<file path="src/mem_bus_pkg.sv">
// ==================================================
// Bus widths and byte write mask for the memory path
// Word is two bytes, so BITS must be even
// Top address bit selects the memory bank
// ==================================================

package mem_bus_pkg;

	// Data word width
	localparam int BITS_DEFAULT = 16;

	// Word address width, bank select in the top bit
	localparam int ADDRESS_BITS_DEFAULT = 15;

	// One enable per byte lane, bit 1 is the upper byte
	typedef logic [1:0] wr_mask_t;

	// All-zero mask writes the whole word
	localparam wr_mask_t WR_MASK_ALL = 2'b00;

	// Lane positions inside wr_mask_t
	localparam int LANE_LO = 0;
	localparam int LANE_HI = 1;

endpackage

</file>
<file path="src/fetch_unit.sv">
// ==================================================
// Sequential instruction fetch
// Request is held until a success with matching address
// Duplicate or stale successes are ignored
// ==================================================

`timescale 1ns/1ps

module fetch_unit import mem_bus_pkg::*; #(
	parameter int BITS         = BITS_DEFAULT,
	parameter int ADDRESS_BITS = ADDRESS_BITS_DEFAULT
) (
	input  logic                    CLK,
	input  logic                    RSTb,

	// Control
	input  logic                    fetch_en,
	input  logic [ADDRESS_BITS-1:0] start_address,

	// Request towards the arbiter
	output logic [ADDRESS_BITS-1:0] fetch_address,
	output logic                    fetch_read_req,

	// Return from the arbiter
	input  logic [BITS-1:0]         instruction_data,
	input  logic [ADDRESS_BITS-1:0] instruction_address_out,
	input  logic                    instruction_success,

	// Fetched instruction stream
	output logic [BITS-1:0]         fetch_word,
	output logic [ADDRESS_BITS-1:0] fetch_addr,
	output logic                    fetch_valid
);

	// Program counter
	logic [ADDRESS_BITS-1:0] pc;

	// Success for the address we are waiting on
	logic hit;

	// Arbiter may return the same address twice,
	// only the one matching pc counts
	assign hit = fetch_en && instruction_success && (instruction_address_out == pc);

	always_ff @(posedge CLK) begin
		if (!RSTb) begin
			pc <= '0;
		end else if (!fetch_en) begin
			// Parked at the start address while disabled
			pc <= start_address;
		end else if (hit) begin
			pc <= pc + 1'b1;
		end
	end

	// Keep requesting while enabled
	assign fetch_read_req = fetch_en;

	// Look ahead on a hit so the next address is sampled at once
	assign fetch_address = hit ? pc + 1'b1 : pc;

	// Word and address straight from the success cycle
	assign fetch_word  = instruction_data;
	assign fetch_addr  = instruction_address_out;
	assign fetch_valid = hit;

endmodule

</file>
<file path="config.mk">
export PLATFORM = sky130hd
export DESIGN_NAME = fetch_unit
export DESIGN_NICKNAME = d
export VERILOG_FILES = /design/src/mem_bus_pkg.sv /design/src/fetch_unit.sv
export SDC_FILE = /design/constraint.sdc
export NUM_CORES = 1
export LEC_CHECK = 0
export BUFFER_PORTS_ARGS = -buffer_cell sky130_fd_sc_hd__buf_2
export CORE_UTILIZATION = 40
export CTS_BUF_LIST = sky130_fd_sc_hd__clkbuf_4
export DETAILED_ROUTE_END_ITERATION = 10
export PLACE_DENSITY_LB_ADDON = 0.15
export SYNTH_ARGS = -nofsm -noshare
export SYNTH_HDL_FRONTEND = slang
export SYNTH_SLANG_ARGS = --single-unit
</file>
<file path="constraint.sdc">
create_clock -name CLK -period 2.5 [get_ports CLK]
set_input_delay 0.25 -clock CLK [delete_from_list [all_inputs] [get_ports CLK]]
set_output_delay 0.25 -clock CLK [all_outputs]
set_load 0.1 [all_outputs]
</file>
==> results by group <==
Status
  – Status: finished clean

Clock tree
  – Total CTS buffers: 3
  – Clock Sinks: 15
  – Number of H-tree levels: 1
  – Hold buffer count at cts: 0
  – CTS tree: done
  – Bufs on Longest Clock Path: 2
  – Worst skew pair latency: 290 ps
  – Clk pin slew, worst setup/hold paths: 100 ps
  – Root Driver: clkbuf_4

Synth
  – Syn nets: 237
  – Yosys reg bits: 15
  – Cell accounting for the most synthesized area: dfxtp_1
  – Syn avg cell area: 7.47 µm²
  – Synth top area share: 21.6%
  – Post-synth EDFFs: 0
  – Register area share after synthesis: 21.6%
  – Top FF cell, synth: dfxtp_1
  – Cells after synthesis: 186
  – Ys Warns: 0
  – Mapped Area: 0.00139 mm²
  – Largest cells by area after synthesis: dfxtp_1, buf_4, xor2_1, a31oi_1, nand2_1
  – Post-synthesis cell type count: 31
  – Post-synth ARST share: 0%

STA
  – Final Hold Fails: 0
  – Worst setup margin: 2.56 ps
  – Setup violators final: 0
  – Tmin final: 2500 ps
  – Max_slew headroom: 67.8%
  – Slew Viols, Final: 0
  – Fin crit share: 99.9%
  – Worst Tran Pin Value: 486 ps
  – RSZ-0062 raised after global routing: true
  – Clk_skew: 1.19 ps
  – Max frequency: 0.400 GHz

Power and ir drop
  – Power Density: 445 mW/mm²
  – Combinational share of power: 51.1%
  – Flop pwr share: 31.0%
  – Leakage: 0.000912 µW
  – Sw Ratio: 48.4%
  – Internal: 469 µW
  – Switching power: 440 µW
  – Max IR drop VDD: 0.000213 V
  – Clock Power Share: 17.8%
  – Total power: 910 µW

Setup path
  – Worst setup EP type: output pin
  – Crit-path slowest cell: dfxtp_4
  – Worst Path Max Fanout: 8
  – CP max stage delay: 380 ps
  – Crit path DAT: 2250 ps
  – CP Class: reg2out
  – CP startpoint kind: flip-flop
  – Req. time, crit path: 2250 ps
  – CP Cell Sequence: xor2_2 -> nor4_4 -> nand4_4 -> buf_6 -> or3_1 -> nand2_2 -> buf_12

Floorplanning
  – Starting density of the core: 41.7%
  – Row count: 21
  – Chip width: 61.0 µm
  – Area of the core: 0.00334 mm²
  – Die Y-Extent: 61.0 µm
  – I/O Pins: 98
  – Total Die Area: 0.00371 mm²

Route
  – Total wire length: 4140 µm
  – DRT iter0 DRCs: 82
  – Via density per instance: 5.40
  – Residual DRC: 0
  – First drt pass iteration count: 4
  – DRT antenna net count: 0
  – Routed wire per std cell: 15.1 µm
  – Vias: 1474

Global route
  – Pin count of the biggest net entering global routing: 35
  – Initial antenna violation count: 0
  – Grt total ovfl: 0
  – First-pass GRT wire length: 5850 µm
  – Vias in the first global route: 1270
  – GRT Util Overall: 21.1%

Hold path
  – Hold Crit Class: in2reg

Placed design
  – Pre-CTS setup slack: 139 ps
  – Cell area after placement: 0.00176 mm²
  – Routability Congestion: 0.838
  – Post-DP HPWL: 2890 µm
  – Number of port buffers: 65

Finish
  – Final instance area: 0.00204 mm²
  – Final Util: 61.2%
  – ANT cells: 0
  – Max FFs per register: 15
  – Biggest regs: pc (15)
  – Biggest register: pc
  – Fill cells: 291
  – NumNets Final: 279
  – Layout Area Growth over Synthesis: 47.0%
  – Share of layout cells above drive strength 1: 56.4%

Job
  – Max-cap violations: 0
-- power by group through the flow --
stage,Sequential [µW],Clock [µW],Combinational [µW]
after global placement,281,0,439
after detailed placement,282,0,443
after global routing,285,173,487
final,282,162,465
after floorplan,277,0,447
after CTS,277,158,454
-- final timing paths --
kind | to | slack, ps | cells after the start | startpoint
worst min register to register | pc[8] | 540 | 2 | pc[8]
worst max register to register | pc[0] | 450 | 6 | pc[6]
worst max-delay path | fetch_address[11] | 3 | 7 | pc[6]
worst min-delay path | pc[0] | 240 | 3 | start_address[0]
-- kinds of logic after synthesis --
| group | count (synthesis) | synth area share, % |
|---|---|---|
| XOR/XNOR | 17 | 10.7 |
| adder cells (fa/ha/maj) | 1 | 0.900 |
| flip-flops | 15 | 21.6 |
| buffers and inverters | 45 | 21.4 |
| AND/OR/NAND/NOR | 65 | 27.9 |
| AO/OA/AOI/OAI | 43 | 17.5 |
-- worst max-delay path, delay by kind of cell, from the launching register on --
| kind | cells | cell delay [ps] |
|---|---|---|
| DFF | 1 | 380 |
| and+or+nand+nor | 4 | 1050 |
| buffers and inverters | 2 | 360 |
| xor gates and xnor gates | 1 | 160 |
-- synthesized netlist by cell type (all sizes together), types with 2 or more instances --
cell type / number
buf: 34
o21ai: 25
nand2: 19
dfxtp: 15
xor2: 15
a31oi: 13
nand3: 12
or3: 9
clkbuf: 8
and3: 7
and4: 3
inv: 3
nor2: 3
nor4: 3
or4: 3
and2: 2
o31ai: 2
xnor2: 2
-- what timing repair did --
| item | 4_1_cts | 5_1_grt |
|---|---|---|
| pin swaps | 6 | 11 |
| resized for setup | 14 | 40 |
| setup endpoints to repair | 12 | 14 |
| setup buffers | 6 | 2 |
-- area by class of cell --
type | count | area, µm² | share of cell area [%]
Multi-Input combinational cell | 126 | 967 | 47.3
Timing Repair Buffer | 79 | 664 | 32.5
Sequential cell | 15 | 313 | 15.3
Tap cell | 46 | 57.6 | 2.82
Clock buffer | 4 | 30.0 | 1.47
Inverter | 3 | 11.3 | 0.551
-- routing by layer --
layer,GRT usage [%],vias to the layer above,routed length (µm)
met5,0,-,0
met3,3.41,8,379
li1,-,714,-
met4,6.17,0,46
met2,35.8,80,2050
met1,27.5,672,1660
-- layout by cell type (no fill, tap or decap), types with 4 or more instances in the layout --
master	netlist	routed
and3_1	7	6
dfxtp_1	15	7
dfxtp_2	0	7
o21ai_0	13	13
clkbuf_4	0	6
nand2_4	0	4
o21ai_1	12	6
buf_12	0	14
nand2_2	0	6
buf_2	1	49
a31oi_1	13	13
nand3_1	12	12
or3_4	0	6
nand2_1	19	9
buf_4	32	10
xor2_1	15	14
-- through the flow --
step | hold slack, ps | cells | setup TNS [ps]
3_5_place_dp | 501 | 261 | 0
2_1_floorplan | 362 | 186 | -51.6
4_1_cts | 247 | 271 | 0
3_3_place_gp | 501 | 261 | 0
5_1_grt | 240 | 273 | -533
6_report | 236 | 273 | 0
Note: power is estimated with default switching activity, not from simulation.
