$ cat src/mem_bus_pkg.sv
// ==================================================
// Bus widths and byte write mask for the memory path
// Word is two bytes, so BITS must be even
// Top address bit selects the memory bank
// ==================================================

package mem_bus_pkg;

	// Data word width
	localparam int BITS_DEFAULT = 16;

	// Word address width, bank select in the top bit
	localparam int ADDRESS_BITS_DEFAULT = 15;

	// One enable per byte lane, bit 1 is the upper byte
	typedef logic [1:0] wr_mask_t;

	// All-zero mask writes the whole word
	localparam wr_mask_t WR_MASK_ALL = 2'b00;

	// Lane positions inside wr_mask_t
	localparam int LANE_LO = 0;
	localparam int LANE_HI = 1;

endpackage

$ cat src/mem_arb_pkg.sv
// ==================================================
// Arbiter FSM encoding and requester identifiers
// Shared by the arbiter and its checkers
// ==================================================

package mem_arb_pkg;

	// Arbiter FSM states
	typedef enum logic [1:0] {
		// No requests, bank released
		st_idle         = 2'd0,
		// Valid raised, waiting for rdy
		st_request_bank = 2'd1,
		// Bank open, pipeline running
		st_execute      = 2'd2,
		// One cycle with the bank released
		st_bank_switch  = 2'd3
	} arb_state_t;

	// Owner of a pipeline slot
	typedef enum logic {
		req_data  = 1'b0,
		req_instr = 1'b1
	} req_id_t;

endpackage

$ cat src/cpu_memory_interface.sv
// ==================================================
// Two-stage arbiter, data path has priority over fetch
// Requesters hold requests until their success pulse
// Success comes 2 cycles after the request is sampled
// A bank change costs a release and a new bank request
// ==================================================

`timescale 1ns/1ps

module cpu_memory_interface import mem_bus_pkg::*; import mem_arb_pkg::*; #(
	parameter int BITS         = BITS_DEFAULT,
	parameter int ADDRESS_BITS = ADDRESS_BITS_DEFAULT
) (
	input  logic                    CLK,
	input  logic                    RSTb,

	// Instruction channel
	input  logic [ADDRESS_BITS-1:0] fetch_address,
	input  logic                    fetch_read_req,
	output logic [BITS-1:0]         instruction_data,
	output logic [ADDRESS_BITS-1:0] instruction_address_out,
	output logic                    instruction_success,

	// Data channel
	input  logic [ADDRESS_BITS-1:0] data_address,
	input  logic [BITS-1:0]         data_wdata,
	input  logic                    data_read_req,
	input  logic                    data_write_req,
	input  wr_mask_t                data_wr_mask,
	output logic [BITS-1:0]         data_rdata,
	output logic                    data_success,

	// High from a bank switch until the bank is open again
	output logic                    bank_sw,

	// Memory side
	output logic [ADDRESS_BITS-1:0] memory_address,
	output logic [BITS-1:0]         mem_wdata,
	output logic                    mem_wr,
	output wr_mask_t                wr_mask,
	output logic                    valid,
	input  logic [BITS-1:0]         mem_rdata,
	input  logic                    rdy
);

	arb_state_t state, next_state;

	// Stage 1, the access presented to the memory
	logic [ADDRESS_BITS-1:0] addr_s1, addr_s1_next;
	logic [BITS-1:0]         data_s1, data_s1_next;
	wr_mask_t                mask_s1, mask_s1_next;
	logic                    req_s1, req_s1_next;
	logic                    rd_s1, rd_s1_next;
	req_id_t                 id_s1, id_s1_next;

	// Stage 2, the access whose result is reported
	logic [ADDRESS_BITS-1:0] addr_s2;
	logic                    req_s2;
	req_id_t                 id_s2;

	// Stage 2 access landed in the wrong bank
	logic bank_sw_pending;

	// Current bank request follows a switch
	logic reopen;

	logic bank_change;
	logic data_req;
	logic data_in_flight;
	logic result_ok;

	// Bank select bits differ between the stages
	assign bank_change = addr_s1[ADDRESS_BITS-1] != addr_s2[ADDRESS_BITS-1];

	assign data_req = data_read_req || data_write_req;

	// Held data request already in stage 1, sampling again would duplicate it
	assign data_in_flight = req_s1 && (id_s1 == req_data);

	always_ff @(posedge CLK) begin
		if (!RSTb) begin
			state           <= st_idle;
			addr_s1         <= '0;
			req_s1          <= 1'b0;
			addr_s2         <= '0;
			req_s2          <= 1'b0;
			bank_sw_pending <= 1'b0;
			reopen          <= 1'b0;
		end else begin
			state           <= next_state;
			addr_s1         <= addr_s1_next;
			req_s1          <= req_s1_next;
			// Stage 2 always follows stage 1
			addr_s2         <= addr_s1;
			req_s2          <= req_s1;
			bank_sw_pending <= (state == st_execute) && bank_change;
			// Held through the bank request after a switch
			if (state == st_bank_switch)
				reopen <= 1'b1;
			else if (state != st_request_bank)
				reopen <= 1'b0;
		end
	end

	// Stage payload, flags and owner
	always_ff @(posedge CLK) begin
		data_s1 <= data_s1_next;
		mask_s1 <= mask_s1_next;
		rd_s1   <= rd_s1_next;
		id_s1   <= id_s1_next;
		id_s2   <= id_s1;
	end

	always_comb begin
		next_state   = state;
		addr_s1_next = addr_s1;
		data_s1_next = data_s1;
		mask_s1_next = mask_s1;
		req_s1_next  = req_s1;
		rd_s1_next   = rd_s1;
		id_s1_next   = id_s1;

		case (state)
			st_idle: begin
				if (data_req || fetch_read_req)
					next_state = st_request_bank;
			end
			st_request_bank: begin
				if (rdy)
					next_state = st_execute;
			end
			st_execute: begin
				if (bank_sw_pending) begin
					// Read of the failed address opens its bank,
					// requester gets success only on its own retry
					next_state   = st_bank_switch;
					addr_s1_next = addr_s2;
					req_s1_next  = 1'b0;
					rd_s1_next   = 1'b1;
					mask_s1_next = WR_MASK_ALL;
				end else if (data_req && !data_in_flight) begin
					addr_s1_next = data_address;
					data_s1_next = data_wdata;
					mask_s1_next = data_wr_mask;
					req_s1_next  = 1'b1;
					rd_s1_next   = !data_write_req;
					id_s1_next   = req_data;
				end else if (fetch_read_req) begin
					addr_s1_next = fetch_address;
					mask_s1_next = WR_MASK_ALL;
					req_s1_next  = 1'b1;
					rd_s1_next   = 1'b1;
					id_s1_next   = req_instr;
				end else if (data_req) begin
					// Bubble while the held data access completes
					req_s1_next = 1'b0;
				end else begin
					// Address kept so the bank stays consistent
					req_s1_next = 1'b0;
					next_state  = st_idle;
				end
			end
			st_bank_switch: begin
				next_state = st_request_bank;
			end
			default: begin
				next_state = st_idle;
			end
		endcase
	end

	// Stage 1 drives the memory
	assign memory_address = addr_s1;
	assign mem_wdata      = data_s1;
	assign wr_mask        = mask_s1;

	// No write into a bank that is not open
	assign mem_wr = (state == st_execute) && rdy && req_s1 && !rd_s1 &&
		!bank_change && !bank_sw_pending;

	// Stage 2 result is good unless its bank was wrong
	assign result_ok = (state == st_execute) && req_s2 && !bank_sw_pending;

	assign instruction_success = result_ok && (id_s2 == req_instr);
	assign data_success        = result_ok && (id_s2 == req_data);

	// Read data is shared, success tells who owns it
	assign instruction_data        = mem_rdata;
	assign data_rdata              = mem_rdata;
	assign instruction_address_out = addr_s2;

	assign valid   = (state == st_request_bank) || (state == st_execute);
	assign bank_sw = (state == st_bank_switch) || ((state == st_request_bank) && reopen);

endmodule

$ cat config.mk
export PLATFORM = sky130hd
export DESIGN_NAME = cpu_memory_interface
export DESIGN_NICKNAME = d
export VERILOG_FILES = /design/src/mem_bus_pkg.sv /design/src/mem_arb_pkg.sv /design/src/cpu_memory_interface.sv
export SDC_FILE = /design/constraint.sdc
export NUM_CORES = 1
export LEC_CHECK = 0
export ABC_CLOCK_PERIOD_IN_PS = 7050
export BUFFER_PORTS_ARGS = -buffer_cell sky130_fd_sc_hd__buf_2
export CAP_MARGIN = 20
export CORE_MARGIN = 8
export CORE_UTILIZATION = 48
export DETAILED_ROUTE_END_ITERATION = 8
export GPL_TIMING_DRIVEN = 0
export PLACE_DENSITY = 0.86
export SLEW_MARGIN = 20
export SYNTH_ARGS = -nofsm -noshare
export SYNTH_HDL_FRONTEND = slang
export SYNTH_SLANG_ARGS = --single-unit
$ cat constraint.sdc
create_clock -name CLK -period 7.05 [get_ports CLK]
set_clock_uncertainty 0.2 [all_clocks]
set_input_delay 2.115 -clock CLK [delete_from_list [all_inputs] [get_ports CLK]]
set_output_delay 2.115 -clock CLK [all_outputs]
set_load 0.1 [all_outputs]
==> results.ini <==
[route]
number_of_antenna_violating_nets_in_the_routed_design = 0
detail_route.first_pass.iterations = 4
avgViaCountPerCell = 5.08
vias = 2376
drt-wirelength-per-cell_um = 17.1
routed_wirelength_um = 8010
drt-initial-drc-count = 82
drt_drc_violations_left = 0

[die]
ios = 155
vert_die_dim_um = 92.1
core-area_um2 = 5540
die_area_um2 = 8480
floorplan.rows = 27
starting_density_pct = 50.1
chipWidth_um = 92.1

[sta]
timing.final.crit_period_ps = 5160
timing_max_transition_violations_final = 0
setup_repair_after_global_routing_missed_its_margin = false
setup_tns_final_ps = 0
slew_headroom_pct = 61.6
setup_viol_count_final = 0
fin_crit_sh_pct = 73.1
fmaxAchievable_ghz = 0.194
worst-slew-pin-transition_ps = 574
fin_hold_viols = 0

[critical_path]
worstPathMaxFanout = 2
timing.rr.start = state[0]
worstReg2RegEnd = mem_wdata[5]
critPathCaptureType = output port
critical_path_class = input pin to output port
ff2ff_setup_slack_ps = 4350
critPathLaunchType = input pin
timing.reg2reg.worst_path_depth = 6
crit_required_ps = 4740
timing.critical_path.arrival_ps = 2840

[finish]
design.final.nets = 465
final-instance-count-excl-fill = 468
synthesis_to_layout_area_growth_pct = 35.1
finish.instance_area_um2 = 3750
antenna_cells = 0
drive_above_1_share_pct = 54.3
final_core_area_utilization_pct = 67.7

[grt]
gr-total-overflow = 0
grt_pass1_wl_um = 12600
grt_pass1_vias = 2608
grt_antenna_before_repair = 0
grt_start_max_net_pins = 12
all_layer_global_routing_usage_pct = 18.7

[pwr]
p_clk_share_pct = 30.0
leakage_nw = 1.73
p_sw_mw = 0.376
pwr-share-comb_pct = 32.0
vdd_drop_max_mv = 0.147
switching_share_pct = 38.9
power_report.internal_total_mw = 0.589
p_per_area_nw_per_um2 = 257
finalPower_mw = 0.965
sequential_share_of_power_pct = 38.0

[logic_synthesis]
netlist.top_cell.by_area = dfxtp_1
synthDominantCellAreaShare_pct = 26.7
yosys_register_bits = 57
synthesis.area_um2 = 2780
synth_most_common_cell = dfxtp_1
yosys_warnings = 0
synth_enable_flop_cells = 20
synth.yosys.seq_area_share_pct = 48.3
most_numerous_cell_types_in_the_synthesized_netlist = dfxtp_1 (37), buf_4 (32), edfxtp_1 (20), and2_1 (18), nor2b_1 (12)
synth_nets = 316
yosys.cell_types.count = 40
asyncSetResetFlopFracSynth_pct = 0
postSynthAreaPerCell_um2 = 11.5
prevailing_post_synth_register_cell = dfxtp_1
largest_cells_by_area_after_synthesis = dfxtp_1 (27%), edfxtp_1 (22%), buf_4 (8.6%), o31ai_4 (5.4%), and2_1 (4.1%)
netlist_instances = 242

[min_path]
sink_of_the_worst_hold_path = id_s2
worst_hold_path.num_cells = 0
timing.hold.worst.start = id_s1
hold_class = flip-flop to flip-flop

[clock_tree]
cts-resized-gates = 0
hold_buffers = 0
clk_pin_slew_ps = 60
cts_inserted_buffers = 9
tritoncts_clock_tree = built
clock_sink_count = 57
clock_latency_ps = 330
htree_num_levels = 3
ctsLongestPathBuffers = 2
clk_tree_root_cell = clkbuf_8
cts_setup_buffers = 0

[status]
run_status = completed

[placement]
place.gp.congestion = 0.783
post_place_instance_area_um2 = 3570
placement.io_buffers = 137
detailedPlacementHpwl_um = 6140
dp.cells = 452

[run]
max-cap-violations = 0

-- through the flow --
step	hold WS (ps)	setup slack (ps)
final	229	1890
after global routing	240	1790
after CTS	233	1890
after detailed placement	220	1900
after global placement	216	1900
after floorplan	208	1280
-- cells in the final DEF (no fill, tap or decap), drive strengths merged, types with 5 or more instances in the layout --
cell type / n
buf: 178
dfxtp: 37
edfxtp: 20
and2: 18
clkbuf: 17
nor2b: 13
inv: 11
o211ai: 10
nand2b: 9
a211oi: 9
nor3b: 8
o21ai: 8
o41ai: 8
o31ai: 7
a221oi: 7
nor2: 6
nand2: 5
-- flip-flops by register name (all words and copies together) (netlist names) --
signal,flops
bank_sw_pending,1
id_s1,1
id_s2,1
instruction_address_out,15
mem_wdata,16
memory_address,15
rd_s1,1
reopen,1
req_s1,1
req_s2,1
state,2
wr_mask,2
-- power by group through the flow --
stage	logic, mW	registers [mW]	clock network [mW]
after floorplan	0.170	0.458	0
after global placement	0.304	0.373	0
after detailed placement	0.309	0.374	0
after CTS	0.310	0.367	0.294
after global routing	0.321	0.369	0.313
final	0.309	0.367	0.289
-- logic make-up (layout without fill, tap and decap cells) --
| kind of cell | after synthesis | after routing | share of synthesized area, % |
|---|---|---|---|
| compound gates | 54 | 54 | 20.5 |
| buf+inv | 59 | 213 | 13.9 |
| xor+xnor | 1 | 1 | 0.315 |
| fa+ha+maj | 4 | 4 | 1.80 |
| flops | 57 | 57 | 48.3 |
| simple gates | 66 | 66 | 14.8 |
| mux | 1 | 1 | 0.360 |
-- metal layers --
| layer | wire (um) | vias to the layer above | part of all wire (%) | GRT usage (%) |
|---|---|---|---|---|
| met1 | 3110 | 1113 | 39 | 19.6 |
| li1 | - | 1133 | - | - |
| met5 | 0 | - | 0 | 0 |
| met2 | 3980 | 110 | 50 | 31.9 |
| met3 | 706 | 20 | 8.8 | 7.25 |
| met4 | 208 | 0 | 2.6 | 9.53 |
-- worst max-delay path by stage --
| stage | start | endpoint | slack (ps) | depth (start not counted) |
|---|---|---|---|---|
| CTS | rdy | mem_wr | 1890 | 4 |
| floorplan | rdy | mem_wr | 1280 | 2 |
| detailed placement | rdy | mem_wr | 1900 | 4 |
| global placement | rdy | mem_wr | 1900 | 4 |
| finish | rdy | mem_wr | 1890 | 4 |
| global route | rdy | mem_wr | 1790 | 4 |
-- layout make-up --
| type | instances | area, um2 |
|---|---|---|
| sequential | 57 | 1340 |
| buffer | 47 | 342 |
| inverter | 12 | 45.0 |
| timing repair buffer | 138 | 693 |
| clock buffer | 10 | 128 |
| fill | 451 | 1790 |
| multi-input combinational | 126 | 1050 |
| tap | 72 | 90.1 |
| clock inverter | 6 | 58.8 |
-- critical path: stages --
cell     delay (ps)
buf_2            90
nand4_1         100
nor2_1          100
buf_2           430
(Power assumes the default switching activity.)
